$ cat src/hdl/conv_csr_pkg.sv
package conv_csr_pkg;

	// --------------------
	// Bus and index widths
	// --------------------

	// Data width is fixed, the control word layout depends on it
	localparam int csr_data_w = 32;
	// One strobe per byte lane
	localparam int csr_strb_w = csr_data_w / 8;
	// Word index, 16 slots of which 10 are mapped
	localparam int csr_index_w = 4;
	// Byte offset bits below the word index
	localparam int addr_lsb = 2;
	localparam int csr_num_words = 10;

	// --------------------
	// Register word map
	// --------------------

	localparam logic [csr_index_w-1:0] idx_ctrl           = 4'd0;
	localparam logic [csr_index_w-1:0] idx_kernel_base    = 4'd1;
	localparam logic [csr_index_w-1:0] idx_feature_base   = 4'd2;
	localparam logic [csr_index_w-1:0] idx_feature_width  = 4'd3;
	localparam logic [csr_index_w-1:0] idx_feature_height = 4'd4;
	localparam logic [csr_index_w-1:0] idx_feature_chin   = 4'd5;
	localparam logic [csr_index_w-1:0] idx_feature_chout  = 4'd6;
	localparam logic [csr_index_w-1:0] idx_output_base    = 4'd7;
	localparam logic [csr_index_w-1:0] idx_output_width   = 4'd8;
	localparam logic [csr_index_w-1:0] idx_output_height  = 4'd9;

	// --------------------
	// Word 0 layout
	// --------------------

	// Listed from bit 31 down to bit 0
	typedef struct packed {
		logic [7:0] kernel_size;
		logic [7:0] stride;
		logic [7:0] padding;
		logic       has_bias;
		logic       has_relu;
		logic       conv_mode;
		// Bit 4, always reads zero
		logic       reserved;
		// Bits 3 to 1 are read-only status
		logic       running;
		logic       compute_done;
		logic       exception;
		// Self-clearing start request
		logic       start;
	} ctrl_word_t;

	// Write data seen either as a plain word or as word 0 fields
	typedef union packed {
		logic [csr_data_w-1:0] raw;
		ctrl_word_t            ctrl;
	} csr_word_u;

	// One register write, valid for a single cycle
	typedef struct packed {
		logic                   valid;
		logic [csr_index_w-1:0] index;
		csr_word_u              data;
		logic [csr_strb_w-1:0]  strb;
	} reg_write_t;

	// Configuration seen by the accelerator
	typedef struct packed {
		logic [7:0]            kernel_size;
		logic [7:0]            stride;
		logic [7:0]            padding;
		logic                  has_bias;
		logic                  has_relu;
		logic                  conv_mode;
		logic [csr_data_w-1:0] kernel_base;
		logic [csr_data_w-1:0] feature_base;
		logic [csr_data_w-1:0] feature_width;
		logic [csr_data_w-1:0] feature_height;
		logic [csr_data_w-1:0] feature_chin;
		logic [csr_data_w-1:0] feature_chout;
		logic [csr_data_w-1:0] output_base;
		logic [csr_data_w-1:0] output_width;
		logic [csr_data_w-1:0] output_height;
	} conv_cfg_t;

	// Status flags from the accelerator
	typedef struct packed {
		logic running;
		logic compute_done;
		logic exception;
	} conv_status_t;

endpackage

$ cat src/hdl/csr_write_channel.sv
`timescale 1ns/1ps

module csr_write_channel #(
	parameter int addr_width = 6
) (
	input  logic                                 S_AXI_ACLK,
	input  logic                                 S_AXI_ARESETN,
	// AW channel
	input  logic [addr_width-1:0]                awaddr,
	input  logic                                 awvalid,
	output logic                                 awready,
	// W channel
	input  logic [conv_csr_pkg::csr_data_w-1:0]  wdata,
	input  logic [conv_csr_pkg::csr_strb_w-1:0]  wstrb,
	input  logic                                 wvalid,
	output logic                                 wready,
	// B channel
	output logic                                 bvalid,
	input  logic                                 bready,
	// Write request into the register block
	output conv_csr_pkg::reg_write_t             wr
);

	import conv_csr_pkg::*;

	// Idle only exists for the cycle after reset release
	typedef enum logic [1:0] {
		wr_idle,
		wr_addr,
		wr_data,
		wr_resp
	} wr_state_t;

	wr_state_t              state_q;
	wr_state_t              state_d;
	logic [csr_index_w-1:0] index_q;
	logic                   aw_hs;
	logic                   w_hs;
	logic                   b_hs;

	// --------------------
	// Handshakes
	// --------------------

	// Ready and valid come straight from the state register
	assign awready = (state_q == wr_addr);
	assign wready  = (state_q == wr_data);
	assign bvalid  = (state_q == wr_resp);

	assign aw_hs = awvalid & awready;
	assign w_hs  = wvalid & wready;
	assign b_hs  = bvalid & bready;

	// --------------------
	// State machine
	// --------------------

	always_comb begin
		state_d = state_q;
		case (state_q)
			wr_idle: state_d = wr_addr;
			// Address first, data is not taken before AW
			wr_addr: if (aw_hs) state_d = wr_data;
			wr_data: if (w_hs) state_d = wr_resp;
			// Next address waits for the master to take the response
			wr_resp: if (b_hs) state_d = wr_addr;
			default: state_d = wr_idle;
		endcase
	end

	always_ff @(posedge S_AXI_ACLK or negedge S_AXI_ARESETN) begin
		if (!S_AXI_ARESETN) begin
			state_q <= wr_idle;
		end else begin
			state_q <= state_d;
		end
	end

	// Word index held from AW until the data arrives
	// Upper address bits above the index alias onto the same words
	always_ff @(posedge S_AXI_ACLK) begin
		if (aw_hs) begin
			index_q <= awaddr[addr_lsb +: csr_index_w];
		end
	end

	// --------------------
	// Register write
	// --------------------

	// One-cycle write, issued in the W handshake cycle
	assign wr.valid    = w_hs;
	assign wr.index    = index_q;
	assign wr.data.raw = wdata;
	assign wr.strb     = wstrb;

endmodule

$ cat src/hdl/csr_read_channel.sv
`timescale 1ns/1ps

module csr_read_channel #(
	parameter int addr_width = 6
) (
	input  logic                                 S_AXI_ACLK,
	input  logic                                 S_AXI_ARESETN,
	// AR channel
	input  logic [addr_width-1:0]                araddr,
	input  logic                                 arvalid,
	output logic                                 arready,
	// R channel
	output logic [conv_csr_pkg::csr_data_w-1:0]  rdata,
	output logic                                 rvalid,
	input  logic                                 rready,
	// Lookup into the register block
	output logic [conv_csr_pkg::csr_index_w-1:0] rd_index,
	input  logic [conv_csr_pkg::csr_data_w-1:0]  rd_word
);

	import conv_csr_pkg::*;

	typedef enum logic [1:0] {
		rd_idle,
		rd_addr,
		rd_data
	} rd_state_t;

	rd_state_t state_q;
	logic      ar_hs;
	logic      r_hs;

	assign arready = (state_q == rd_addr);
	assign rvalid  = (state_q == rd_data);

	assign ar_hs = arvalid & arready;
	assign r_hs  = rvalid & rready;

	// Index goes out combinationally, the word comes back in the same cycle
	assign rd_index = araddr[addr_lsb +: csr_index_w];

	// --------------------
	// State machine
	// --------------------

	always_ff @(posedge S_AXI_ACLK or negedge S_AXI_ARESETN) begin
		if (!S_AXI_ARESETN) begin
			state_q <= rd_idle;
		end else begin
			case (state_q)
				rd_idle: state_q <= rd_addr;
				rd_addr: if (ar_hs) state_q <= rd_data;
				rd_data: if (r_hs) state_q <= rd_addr;
				default: state_q <= rd_idle;
			endcase
		end
	end

	// Snapshot at AR, held steady while rready is low
	always_ff @(posedge S_AXI_ACLK) begin
		if (ar_hs) begin
			rdata <= rd_word;
		end
	end

endmodule

$ cat src/hdl/conv_csr_regs.sv
`timescale 1ns/1ps

module conv_csr_regs (
	input  logic                                 S_AXI_ACLK,
	input  logic                                 S_AXI_ARESETN,
	// One-cycle write from the write channel
	input  conv_csr_pkg::reg_write_t             wr,
	// Combinational read port
	input  logic [conv_csr_pkg::csr_index_w-1:0] rd_index,
	output logic [conv_csr_pkg::csr_data_w-1:0]  rd_word,
	// Accelerator side
	output conv_csr_pkg::conv_cfg_t              cfg,
	output logic                                 start,
	input  conv_csr_pkg::conv_status_t           status
);

	import conv_csr_pkg::*;

	conv_cfg_t    cfg_q;
	conv_status_t status_q;
	logic         start_q;
	logic         wr_mapped;
	logic         wr_ctrl;
	ctrl_word_t   rd_ctrl;

	// Byte lane merge for words 1 to 9
	function automatic logic [csr_data_w-1:0] merge_bytes(
		input logic [csr_data_w-1:0] old_word,
		input logic [csr_data_w-1:0] new_word,
		input logic [csr_strb_w-1:0] strb
	);
		logic [csr_data_w-1:0] merged;
		merged = old_word;
		for (int b = 0; b < csr_strb_w; b++) begin
			if (strb[b]) begin
				merged[8*b +: 8] = new_word[8*b +: 8];
			end
		end
		return merged;
	endfunction

	// Indices 10 to 15 are dropped here
	assign wr_mapped = wr.valid && (wr.index < csr_num_words);
	assign wr_ctrl   = wr_mapped && (wr.index == idx_ctrl);

	// --------------------
	// Register storage
	// --------------------

	always_ff @(posedge S_AXI_ACLK or negedge S_AXI_ARESETN) begin
		if (!S_AXI_ARESETN) begin
			cfg_q <= '0;
		end else if (wr_mapped) begin
			case (wr.index)
				// Word 0 takes whole fields, strobes ignored
				idx_ctrl: begin
					cfg_q.kernel_size <= wr.data.ctrl.kernel_size;
					cfg_q.stride      <= wr.data.ctrl.stride;
					cfg_q.padding     <= wr.data.ctrl.padding;
					cfg_q.has_bias    <= wr.data.ctrl.has_bias;
					cfg_q.has_relu    <= wr.data.ctrl.has_relu;
					cfg_q.conv_mode   <= wr.data.ctrl.conv_mode;
				end
				idx_kernel_base:
					cfg_q.kernel_base <= merge_bytes(cfg_q.kernel_base, wr.data.raw, wr.strb);
				idx_feature_base:
					cfg_q.feature_base <= merge_bytes(cfg_q.feature_base, wr.data.raw, wr.strb);
				idx_feature_width:
					cfg_q.feature_width <= merge_bytes(cfg_q.feature_width, wr.data.raw, wr.strb);
				idx_feature_height:
					cfg_q.feature_height <= merge_bytes(cfg_q.feature_height, wr.data.raw, wr.strb);
				idx_feature_chin:
					cfg_q.feature_chin <= merge_bytes(cfg_q.feature_chin, wr.data.raw, wr.strb);
				idx_feature_chout:
					cfg_q.feature_chout <= merge_bytes(cfg_q.feature_chout, wr.data.raw, wr.strb);
				idx_output_base:
					cfg_q.output_base <= merge_bytes(cfg_q.output_base, wr.data.raw, wr.strb);
				idx_output_width:
					cfg_q.output_width <= merge_bytes(cfg_q.output_width, wr.data.raw, wr.strb);
				idx_output_height:
					cfg_q.output_height <= merge_bytes(cfg_q.output_height, wr.data.raw, wr.strb);
				default: ;
			endcase
		end
	end

	// --------------------
	// Start and status
	// --------------------

	// Start lasts one cycle, cleared unless word 0 is written again
	always_ff @(posedge S_AXI_ACLK or negedge S_AXI_ARESETN) begin
		if (!S_AXI_ARESETN) begin
			start_q <= 1'b0;
		end else begin
			start_q <= wr_ctrl && wr.data.ctrl.start;
		end
	end

	// Status sampled every cycle
	always_ff @(posedge S_AXI_ACLK or negedge S_AXI_ARESETN) begin
		if (!S_AXI_ARESETN) begin
			status_q <= '0;
		end else begin
			status_q <= status;
		end
	end

	assign cfg   = cfg_q;
	assign start = start_q;

	// --------------------
	// Read mux
	// --------------------

	// Word 0 readback, start and bit 4 always read zero
	always_comb begin
		rd_ctrl              = '0;
		rd_ctrl.kernel_size  = cfg_q.kernel_size;
		rd_ctrl.stride       = cfg_q.stride;
		rd_ctrl.padding      = cfg_q.padding;
		rd_ctrl.has_bias     = cfg_q.has_bias;
		rd_ctrl.has_relu     = cfg_q.has_relu;
		rd_ctrl.conv_mode    = cfg_q.conv_mode;
		rd_ctrl.running      = status_q.running;
		rd_ctrl.compute_done = status_q.compute_done;
		rd_ctrl.exception    = status_q.exception;
	end

	always_comb begin
		case (rd_index)
			idx_ctrl:           rd_word = rd_ctrl;
			idx_kernel_base:    rd_word = cfg_q.kernel_base;
			idx_feature_base:   rd_word = cfg_q.feature_base;
			idx_feature_width:  rd_word = cfg_q.feature_width;
			idx_feature_height: rd_word = cfg_q.feature_height;
			idx_feature_chin:   rd_word = cfg_q.feature_chin;
			idx_feature_chout:  rd_word = cfg_q.feature_chout;
			idx_output_base:    rd_word = cfg_q.output_base;
			idx_output_width:   rd_word = cfg_q.output_width;
			idx_output_height:  rd_word = cfg_q.output_height;
			// Unmapped slots
			default:            rd_word = '0;
		endcase
	end

endmodule

$ cat src/hdl/axi_csr_top.sv
`timescale 1ns/1ps

module axi_csr_top #(
	parameter int addr_width = 6
) (
	input  logic                                 S_AXI_ACLK,
	input  logic                                 S_AXI_ARESETN,
	// AW channel
	input  logic [addr_width-1:0]                s_axi_awaddr,
	input  logic                                 s_axi_awvalid,
	output logic                                 s_axi_awready,
	// W channel
	input  logic [conv_csr_pkg::csr_data_w-1:0]  s_axi_wdata,
	input  logic [conv_csr_pkg::csr_strb_w-1:0]  s_axi_wstrb,
	input  logic                                 s_axi_wvalid,
	output logic                                 s_axi_wready,
	// B channel, response code is tied off outside
	output logic                                 s_axi_bvalid,
	input  logic                                 s_axi_bready,
	// AR channel
	input  logic [addr_width-1:0]                s_axi_araddr,
	input  logic                                 s_axi_arvalid,
	output logic                                 s_axi_arready,
	// R channel
	output logic [conv_csr_pkg::csr_data_w-1:0]  s_axi_rdata,
	output logic                                 s_axi_rvalid,
	input  logic                                 s_axi_rready,
	// Accelerator side
	output conv_csr_pkg::conv_cfg_t              cfg,
	output logic                                 start,
	input  conv_csr_pkg::conv_status_t           status
);

	import conv_csr_pkg::*;

	// Write request and read lookup between channels and registers
	reg_write_t             wr;
	logic [csr_index_w-1:0] rd_index;
	logic [csr_data_w-1:0]  rd_word;

	// --------------------
	// Write channel
	// --------------------

	csr_write_channel #(
		.addr_width (addr_width)
	) u_write_channel (
		.S_AXI_ACLK    (S_AXI_ACLK),
		.S_AXI_ARESETN (S_AXI_ARESETN),
		.awaddr        (s_axi_awaddr),
		.awvalid       (s_axi_awvalid),
		.awready       (s_axi_awready),
		.wdata         (s_axi_wdata),
		.wstrb         (s_axi_wstrb),
		.wvalid        (s_axi_wvalid),
		.wready        (s_axi_wready),
		.bvalid        (s_axi_bvalid),
		.bready        (s_axi_bready),
		.wr            (wr)
	);

	// --------------------
	// Read channel
	// --------------------

	csr_read_channel #(
		.addr_width (addr_width)
	) u_read_channel (
		.S_AXI_ACLK    (S_AXI_ACLK),
		.S_AXI_ARESETN (S_AXI_ARESETN),
		.araddr        (s_axi_araddr),
		.arvalid       (s_axi_arvalid),
		.arready       (s_axi_arready),
		.rdata         (s_axi_rdata),
		.rvalid        (s_axi_rvalid),
		.rready        (s_axi_rready),
		.rd_index      (rd_index),
		.rd_word       (rd_word)
	);

	// Register block, always accepts the write
	conv_csr_regs u_regs (
		.S_AXI_ACLK    (S_AXI_ACLK),
		.S_AXI_ARESETN (S_AXI_ARESETN),
		.wr            (wr),
		.rd_index      (rd_index),
		.rd_word       (rd_word),
		.cfg           (cfg),
		.start         (start),
		.status        (status)
	);

endmodule

$ cat config.mk
export PLATFORM = sky130hd
export DESIGN_NAME = axi_csr_top
export DESIGN_NICKNAME = d
export VERILOG_FILES = /design/src/hdl/conv_csr_pkg.sv /design/src/hdl/csr_write_channel.sv /design/src/hdl/csr_read_channel.sv /design/src/hdl/conv_csr_regs.sv /design/src/hdl/axi_csr_top.sv
export SDC_FILE = /design/constraint.sdc
export NUM_CORES = 1
export LEC_CHECK = 0
export BUFFER_PORTS_ARGS = -buffer_cell sky130_fd_sc_hd__buf_2
export CAP_MARGIN = 20
export CORE_MARGIN = 1.5
export CORE_UTILIZATION = 47
export DETAILED_ROUTE_END_ITERATION = 12
export PLACE_DENSITY_LB_ADDON = 0.08
export RECOVER_POWER = 100
export SYNTH_ARGS = -nofsm -noshare
export SYNTH_HDL_FRONTEND = slang
export SYNTH_SLANG_ARGS = --single-unit
$ cat constraint.sdc
create_clock -name S_AXI_ACLK -period 3.6 [get_ports S_AXI_ACLK]
set_input_delay 0.9 -clock S_AXI_ACLK [delete_from_list [all_inputs] [get_ports S_AXI_ACLK]]
set_output_delay 0.9 -clock S_AXI_ACLK [all_outputs]
set_load 0.02 [all_outputs]
## Yosys cells after proc, flatten, opt, wreduce, memory -nomap -nowiden

Index checks and enable logic that the tools add are counted.
Widths: inputs -> output; s select.

- Input port bits: 58
- Register bits: 359
- Output and inout port bits: 353
- Word-level logic and storage cells: 138

- Eq/ne operators: 28
- Reductions and logical operators: 46
- Order comparisons: 1
- Multiplexer cells: 8
- Bitwise gates (word level): 5

Operators with widths:

| operator | count |
|---|---|
| $pmux 32 s10 | 1 |
| $reduce_and 3->1 | 37 |
| $eq 4x3->1 const B | 8 |
| $eq 4x2->1 const B | 4 |
| $eq 4x4->1 const B | 4 |
| $mux 2 | 5 |
| $ne 2x2->1 const B | 5 |
| $eq 4x1->1 const B | 2 |
| $logic_not 4->1 | 2 |
| $pmux 2 s4 | 1 |
| $eq 2x2->1 const B | 3 |
| $pmux 2 s3 | 1 |
| $and 1x1->1 | 5 |
| $eq 2x1->1 const B | 2 |
| $logic_not 2->1 | 2 |
| $lt 4x4->1 const B | 1 |
| $reduce_and 2->1 | 2 |
| $logic_and 1x1->1 | 3 |

## Longest topological paths before layout

Gate-level depths: netlist of run 1.

- Depth after elaboration: 5
- Depth in mapped cells: 7
- Depth with buffers taken out: 5

## Modules after synthesis

Synthesis of run 1 repeated with hierarchy kept, for this count alone.

- Cells, all modules: 1206
- Area, all modules: 16311.9 µm²

Modules (own cells, without submodules):

| module | area an instance (µm²) | cells each | seq. area each (µm²) | instances |
|---|---|---|---|---|
| conv_csr_regs | 14651.6 | 1103 | 7982.7 | 1 |
| csr_read_channel | 1099.8 | 46 | 1011.0 | 1 |
| csr_write_channel | 560.5 | 57 | 170.2 | 1 |

## Least setup slack after synthesis of run 1

OpenSTA, ideal clock, no wires.

- Path kind: in2reg
- Start point: input port s_axi_araddr[3]
- End point: register u_read_channel.rdata[14] in the netlist's numbering (data pin)
- Setup time: 0.268 ns
- Arrival time: 2.119 ns
- Setup slack: 1.213 ns
- Required time: 3.332 ns
- Buffers on the path: 3
- Cell stages on the path: 6
- Cell sequence: buf_2 -> buf_2 -> buf_2 -> mux2_2 -> a222oi_1 -> nand4_1

- Longest elaborated chain between the ends: 2
- Elaborated cells on any way between the ends: 11
- Those cells by class: eq/ne (9); mux (1); reduce/logical (1)

RTL lines:

| item | line | text |
|---|---|---|
| from (decl) | axi_csr_top.sv:21 | `input logic [addr_width-1:0] s_axi_araddr,` |
| $eq 4x4->1, or another cell as far along | conv_csr_regs.sv:131 | `case (rd_index)` |
| $pmux 32 s10 * | conv_csr_regs.sv:131 |  |
| net rd_word[14] | axi_csr_top.sv:39 | `logic [csr_data_w-1:0] rd_word;` |
| to (signal assigned) | csr_read_channel.sv:62 | `rdata <= rd_word;` |
| to (decl) | csr_read_channel.sv:13 | `output logic [conv_csr_pkg::csr_data_w-1:0] rdata,` |

The timed path passes the listed nets; every way through them passes the cells marked *.
A chain may end at the register's enable or synchronous reset.

## Worst setup path in the final report of run 1

- Start point: register u_read_channel.state_q[0]
- End point: register u_read_channel.rdata[1] in the netlist's numbering, enable pin

- Longest elaborated chain between the ends: 2

RTL lines:

| item | line | text |
|---|---|---|
| from (decl) | csr_read_channel.sv:29 | `rd_state_t state_q;` |
| from (signal assigned) | csr_read_channel.sv:48 | `state_q <= rd_idle;` |
| from (signal assigned) | csr_read_channel.sv:51 | `rd_idle: state_q <= rd_addr;` |
| from (signal assigned) | csr_read_channel.sv:52 | `rd_addr: if (ar_hs) state_q <= rd_data;` |
| $eq 2x1->1 | csr_read_channel.sv:33 | `assign arready = (state_q == rd_addr);` |
| $and 1x1->1 | csr_read_channel.sv:36 | `assign ar_hs = arvalid & arready;` |
| net u_read_channel.ar_hs | csr_read_channel.sv:30 | `logic ar_hs;` |

The timed path passes the listed nets, and every way through them passes these cells.

==> results.yml, run 1 <==
min_path:
  hold_startpoint: "status[2]"
  worst_hold_path.num_cells: 1
  min_path_type: "in -> reg"
  timing.hold.worst_endpoint: "u_regs.rd_ctrl[3]"
floorplanning:
  num_io_pins: 411
  die_h_um: 193
  starting_utilization_of_the_core_area: 0.476
  die_w_um: 193
  dieArea_mm2: 0.0371
  core.rowCount: 69
  placeable_core_region_mm2: 0.0355
clock_network:
  worst_setup_hold_path_clk_slew_ps: 60
  post_cts.resized_instances: 0
  root_buf_cell: "clkbuf_16"
  clk_path_buf_depth: 3
  worstSkewPairLatency_ps: 550
  clock_sinks: 359
  numCtsBuffers: 41
  post_cts_buffers: 0
  maximum_level_of_the_cts_h_tree: 2
  cts.hold.buffers_added: 0
  clock_tree_from_tritoncts: "done"
global_route:
  globalRoute.totalOverflow: 0
  grt_max_degree: 77
  first_global_vias: 12000
  grt_use_total: 0.299
  grt_first_pass_wirelength_mm: 80.2
  number_of_antenna_violations_at_the_first_check_in_global_routing: 4
synthesis:
  syn-instance-count: 1209
  post_synth_and_or_nand_nor_area_fraction: 0.100
  compound_gate_fraction_of_synth_area: 0.0631
  largest_family_of_logic_cells_by_synthesized_area: "multiplexers"
  synth_area_mm2: 0.0169
  synth_cell_type_count: 51
  dominantRegCellSynth: "dfrtp_1"
  post_synth_fa_ha_maj_area_fraction: 0.00222
  seq_area_frac_synth: 0.542
  synth-edff-count: 36
  synth_xor_xnor_area_share: 0
  ys_seq_elements: 359
  async_flop_share: 0.900
  postSynthAreaPerCell_um2: 14.0
  synth-warning-count: 0
  synthesis.nets: 1270
  muxShareOfSynthArea: 0.251
drt:
  via_per_inst: 5.85
  final_antenna_net_count: 0
  routed_wire_length_per_instance_um: 27.3
  drc: 0
  detailroute.via_count: 12100
  drt_first_pass_iters: 5
  drt_iter0_markers: 718
  routed_wire_length_mm: 56.3
setup_path:
  critical_path.max_fanout: 33
  cpMaxStageDelayCell: "dlymetal6s4s_1"
  worst_setup_path_end_kind: "flip-flop"
  crit_path_cell_trace: "nor2b_1, and2_2, dlymetal6s4s_1"
  cp-start-kind: "flip-flop"
  reg2reg_setup_slack_ps: 670
  regToRegEndpoint: "u_read_channel.rdata[1]"
  cp_data_required_time_ps: 3700
  reg2reg_depth: 3
  r2r-start: "u_read_channel.state_q[0]"
  cp.arrival_ps: 3030
  worst_setup_path_class: "reg -> reg"
  max_stage_delay_ps: 1720
sta:
  number_of_endpoints_failing_setup_at_the_final_stage: 0
  final_critical_path_setup_slack_ps: 671
  timing_hold_violations_final: 0
  slew_headroom: -0.533
  min_period_over_period: 0.814
  max_freq_ghz: 0.341
  period_minus_slack_ps: 2930
  fin_worst_skew_ps: 24.0
  setup_tns_final_ps: 0
  grt_setup_unrepaired: "no"
  timing_max_transition_violations_final: 108
  finalHoldWorstSlack_ps: 464
  max_slew.worst_pin.slew_ps: 2300
place:
  place_hpwl_mm: 38.3
  numPortBuffers: 406
  postPlaceCellArea_mm2: 0.0193
  gp_routability_congestion: 0.797
  detailedPlace.worstSlack_ps: 522
layout:
  syn2layout_area_growth_pct: 17.7
  area.sequential_mm2: 0.00916
  design.final.nets: 1628
  nFillCells: 3223
  final_cell_area_mm2: 0.0199
  area_occupied_by_multi_input_gates_mm2: 0.00685
  final_layout_size_suffix_gt1_frac: 0.335
power:
  p_total_w: 0.0126
  p_per_area_mw_per_mm2: 634
  max-vdd-ir-drop_uv: 491
  cellLeakagePower_nw: 9.51
job:
  maxCapViolations: 2
status:
  violations_in_the_final_reports: "capacitance limit, slew limit"
  status: "complete, but fails checks"
-- worst max-delay path, delay by kind of cell (launching register included) --
kind / cells / cell delay (ps)
flops: 1 / 380
simple gates: 2 / 330
buf+inv: 1 / 1720
-- placed cells by master, fill, tap and decap left out, drive strengths merged, types with 4 or more instances in the layout --
cell,Yosys,routed
clkinv,0,11
edfxtp,36,36
nor4b,4,4
and3,6,6
clkbuf,33,425
nor4bb,4,4
o2111ai,22,22
nand3,13,13
mux2,373,373
buf,97,82
nor3b,7,7
inv,7,7
nor2,8,8
a32oi,7,7
a222oi,8,8
nand3b,6,6
mux2i,4,4
dfrtp,323,323
a22oi,60,60
and2,4,4
o21ai,42,42
a21oi,4,4
and3b,73,73
nand4,35,35
-- worst max-delay path by stage --
stage | from | end | slack, ps | depth (start not counted)
floorplan | s_axi_araddr[3] | u_read_channel.rdata[14] | 1210 | 6
global placement | s_axi_araddr[3] | u_read_channel.rdata[17] | 530 | 5
detailed placement | s_axi_araddr[3] | u_read_channel.rdata[17] | 520 | 5
CTS | s_axi_araddr[3] | u_read_channel.rdata[1] | 1060 | 5
global route | S_AXI_ARESETN | u_write_channel.state_q[0] | 520 | 2
finish | u_read_channel.state_q[0] | u_read_channel.rdata[1] | 670 | 3
-- registers in the layout, summed over array words and instances, names as in the netlist --
signal	count
u_regs.start	1
u_read_channel.rdata	32
u_write_channel.state_q	2
u_write_channel.index_q	4
u_read_channel.state_q	2
u_regs.cfg	315
u_regs.rd_ctrl	3
-- power by group --
group / switching, W / internal [W] / total [W]
combinational: 0.00200 / 0.00104 / 0.00305
sequential: 0.000574 / 0.00487 / 0.00545
clock: 0.00169 / 0.00244 / 0.00413
total: 0.00426 / 0.00836 / 0.0126
-- synthesized netlist by cell type, drive strengths merged, types with 6 or more instances --
master / n / area share
o2111ai: 22 / 0.011
a32oi: 7 / 0.0036
inv: 7 / 0.0016
and3b: 73 / 0.038
nand3b: 6 / 0.0027
nand4: 35 / 0.025
buf: 97 / 0.032
nand3: 13 / 0.0073
nor2: 8 / 0.0018
edfxtp: 36 / 0.064
clkbuf: 33 / 0.0076
a222oi: 8 / 0.0047
mux2: 373 / 0.25
nor3b: 7 / 0.0034
a22oi: 60 / 0.027
o21ai: 42 / 0.012
dfrtp: 323 / 0.48
and3: 6 / 0.0022
-- per-layer routing --
layer,global-route usage,share of wire,vias to the layer above
met5,0,0.0010,-
met4,0.0817,0.023,8
met3,0.0726,0.077,94
met2,0.473,0.47,460
met1,0.409,0.43,6231
li1,-,-,5267
-- per-stage QoR --
stage                      util  cells
after floorplan               -   1209
after global placement    0.544   1985
after detailed placement  0.544   1985
after CTS                 0.582   2060
after global routing      0.561   2060
final                     0.561   2061
-- cell families after synthesis --
group	after synthesis
multiplexers	377
flip-flops	359
AND/OR/NAND/NOR	184
AO/OA/AOI/OAI	149
buffers and inverters	137
adder cells (fa/ha/maj)	3
-- final cells by class --
| class | instances | share of cell area |
|---|---|---|
| repair buffers | 445 | 0.0977 |
| clock buffers | 63 | 0.0623 |
| diodes | 1 | 0.000126 |
| inverters | 7 | 0.00132 |
| well taps | 461 | 0.0290 |
| clock inverters | 12 | 0.00478 |
| flip-flops and latches | 359 | 0.461 |
| multi-input cells | 713 | 0.344 |
Power figures use the tool's default switching activity.
==> inputs of run 2 (changes only) <==
==> constraint.sdc (replaced) <==
create_clock -name S_AXI_ACLK -period 2.4 [get_ports S_AXI_ACLK]
set_input_delay 0.6 -clock S_AXI_ACLK [delete_from_list [all_inputs] [get_ports S_AXI_ACLK]]
set_output_delay 0.6 -clock S_AXI_ACLK [all_outputs]
set_load 0.02 [all_outputs]
==> results.yml, run 2 (synthesis gave the netlist of run 1 again) <==
status:
  status: "finished, final reports clean"
min_path:
  min_path_type: "in -> reg"
clock_network:
  clock_sinks: 359
  post_cts_buffers: 0
  clk_path_buf_depth: 3
  post_cts.resized_instances: 0
  cts.hold.buffers_added: 1
  worst_setup_hold_path_clk_slew_ps: 60
  maximum_level_of_the_cts_h_tree: 2
  clock_tree_from_tritoncts: "done"
  root_buf_cell: "clkbuf_16"
  numCtsBuffers: 40
  worstSkewPairLatency_ps: 550
power:
  max-vdd-ir-drop_uv: 759
  power.sequential.fraction: 0.434
  internal-power_w: 0.0124
  net_switching_power_w: 0.00639
  p_per_area_mw_per_mm2: 934
  comb_power_share: 0.246
  cellLeakagePower_nw: 9.71
  clkPwrFrac: 0.319
  net_sw_frac: 0.340
sta:
  timing_max_transition_violations_final: 0
  min_period_over_period: 0.958
  period_minus_slack_ps: 2300
  max_freq_ghz: 0.435
  slew_headroom: 0.0845
  max_slew.worst_pin.slew_ps: 1370
  grt_setup_unrepaired: "no"
  timing_hold_violations_final: 0
  fin_worst_skew_ps: 22.8
  number_of_endpoints_failing_setup_at_the_final_stage: 0
  setup_tns_final_ps: 0
job:
  maxCapViolations: 0
global_route:
  grt_max_degree: 88
  number_of_antenna_violations_at_the_first_check_in_global_routing: 5
  first_global_vias: 12100
  grt_first_pass_wirelength_mm: 80.9
  globalRoute.totalOverflow: 0
  grt_use_total: 0.300
setup_path:
  critical_path.max_fanout: 37
  cpMaxStageDelayCell: "clkbuf_2"
  worst_setup_path_end_kind: "flip-flop"
  critical_path_buf_inv_count: 3
  crit_path_cell_trace: "clkbuf_4, clkbuf_2, and3b_1, clkbuf_4, a222oi_1, nand4_1"
  cp-start-kind: "input pin"
  worst_setup_path_class: "in -> reg"
  worst_path_most_repeated_cell: "clkbuf_4"
  timing.critical_path.max_delay_family: "buffers and inverters"
  max_stage_delay_ps: 630
  cp.arrival_ps: 2570
  cp_data_required_time_ps: 2670
drt:
  routed_wire_length_per_instance_um: 26.9
  detailroute.via_count: 12200
  drt_iter0_markers: 683
  final_antenna_net_count: 0
  drc: 0
  via_per_inst: 5.86
  drt_first_pass_iters: 5
  routed_wire_length_mm: 56.2
layout:
  layoutNonFillerInstCount: 2089
  final_core_util: 0.568
  syn2layout_area_growth_pct: 19.2
  area.sequential_mm2: 0.00916
  area_occupied_by_multi_input_gates_mm2: 0.00699
  nFillCells: 3172
  layout_common_cells: "377 x clkbuf_1, 373 x mux2_2, 323 x dfrtp_1, 73 x and3b_1, 60 x a22oi_1"
  design.final.nets: 1656
  largest_register_ffs: 315
  final_cell_area_mm2: 0.0201
  final_common_cell: "clkbuf_1"
  final_layout_size_suffix_gt1_frac: 0.359
place:
  numPortBuffers: 406
  place_inst: 2013
  postPlaceCellArea_mm2: 0.0196
  place_hpwl_mm: 39.3
  gp_routability_congestion: 0.810
floorplanning:
  die_w_um: 193
  num_io_pins: 411
  placeable_core_region_mm2: 0.0355
  starting_utilization_of_the_core_area: 0.476
  core.rowCount: 69
  die_h_um: 193
  dieArea_mm2: 0.0371
==> run 2: cell types whose count changed in the layout (fill, tap and decap cells not counted), sizes merged <==
| cell | delta |
|---|---|
| clkbuf | +23 |
| buf | +10 |
| dlygate4sd3 | +1 |
| clkinv | -5 |
| dlymetal6s4s | -1 |
==> run 2: stage by stage <==
| stage | setup WS (ps) | hold WS (ps) | total power (W) |
|---|---|---|---|
| final | 102 | 156 | 0.0188 |
| after global routing | 17.0 | 143 | 0.0196 |
| after CTS | 121 | 139 | 0.0193 |
| after detailed placement | -52.8 | 480 | 0.0133 |
| after global placement | -19.4 | 477 | 0.0132 |
| after floorplan | 313 | 304 | 0.0114 |
==> run 2: area by class of cell <==
class | count | share of cell area
clock buffers | 67 | 0.0598
multi-input cells | 713 | 0.347
repair buffers | 474 | 0.105
diodes | 1 | 0.000124
inverters | 7 | 0.00130
well taps | 461 | 0.0286
clock inverters | 7 | 0.00354
flip-flops and latches | 359 | 0.455
==> run 2: path summary, 6_finish.rpt <==
| check | start | to | slack, ps | cells past startpoint |
|---|---|---|---|---|
| worst max-delay path | s_axi_araddr[5] | u_read_channel.rdata[11] | 100 | 6 |
| worst min-delay path | status[1] | u_regs.rd_ctrl[2] | 160 | 1 |
| worst max register to register | u_write_channel.state_q[0] | u_regs.cfg[298] | 110 | 6 |
| worst min register to register | u_read_channel.state_q[0] | u_read_channel.state_q[1] | 510 | 1 |
| max in group asynchronous | S_AXI_ARESETN | u_regs.cfg[101] | 250 | 4 |
| min in group asynchronous | S_AXI_ARESETN | u_regs.cfg[207] | 490 | 2 |
==> run 2: power by group through the flow <==
stage	clock (W)	sequential (W)	combinational (W)
global route	0.00634	0.00832	0.00495
detailed placement	0	0.00823	0.00503
CTS	0.00612	0.00813	0.00505
floorplan	0	0.00908	0.00231
global placement	0	0.00818	0.00498
finish	0.00601	0.00818	0.00463
==> run 2: per-layer routing <==
metal / GRT usage / wire length [um] / vias to the layer above
li1: - / - / 5323
met3: 0.0787 / 4480 / 83
met1: 0.410 / 24000 / 6351
met5: 0 / 41 / -
met2: 0.473 / 26400 / 470
met4: 0.0814 / 1280 / 8
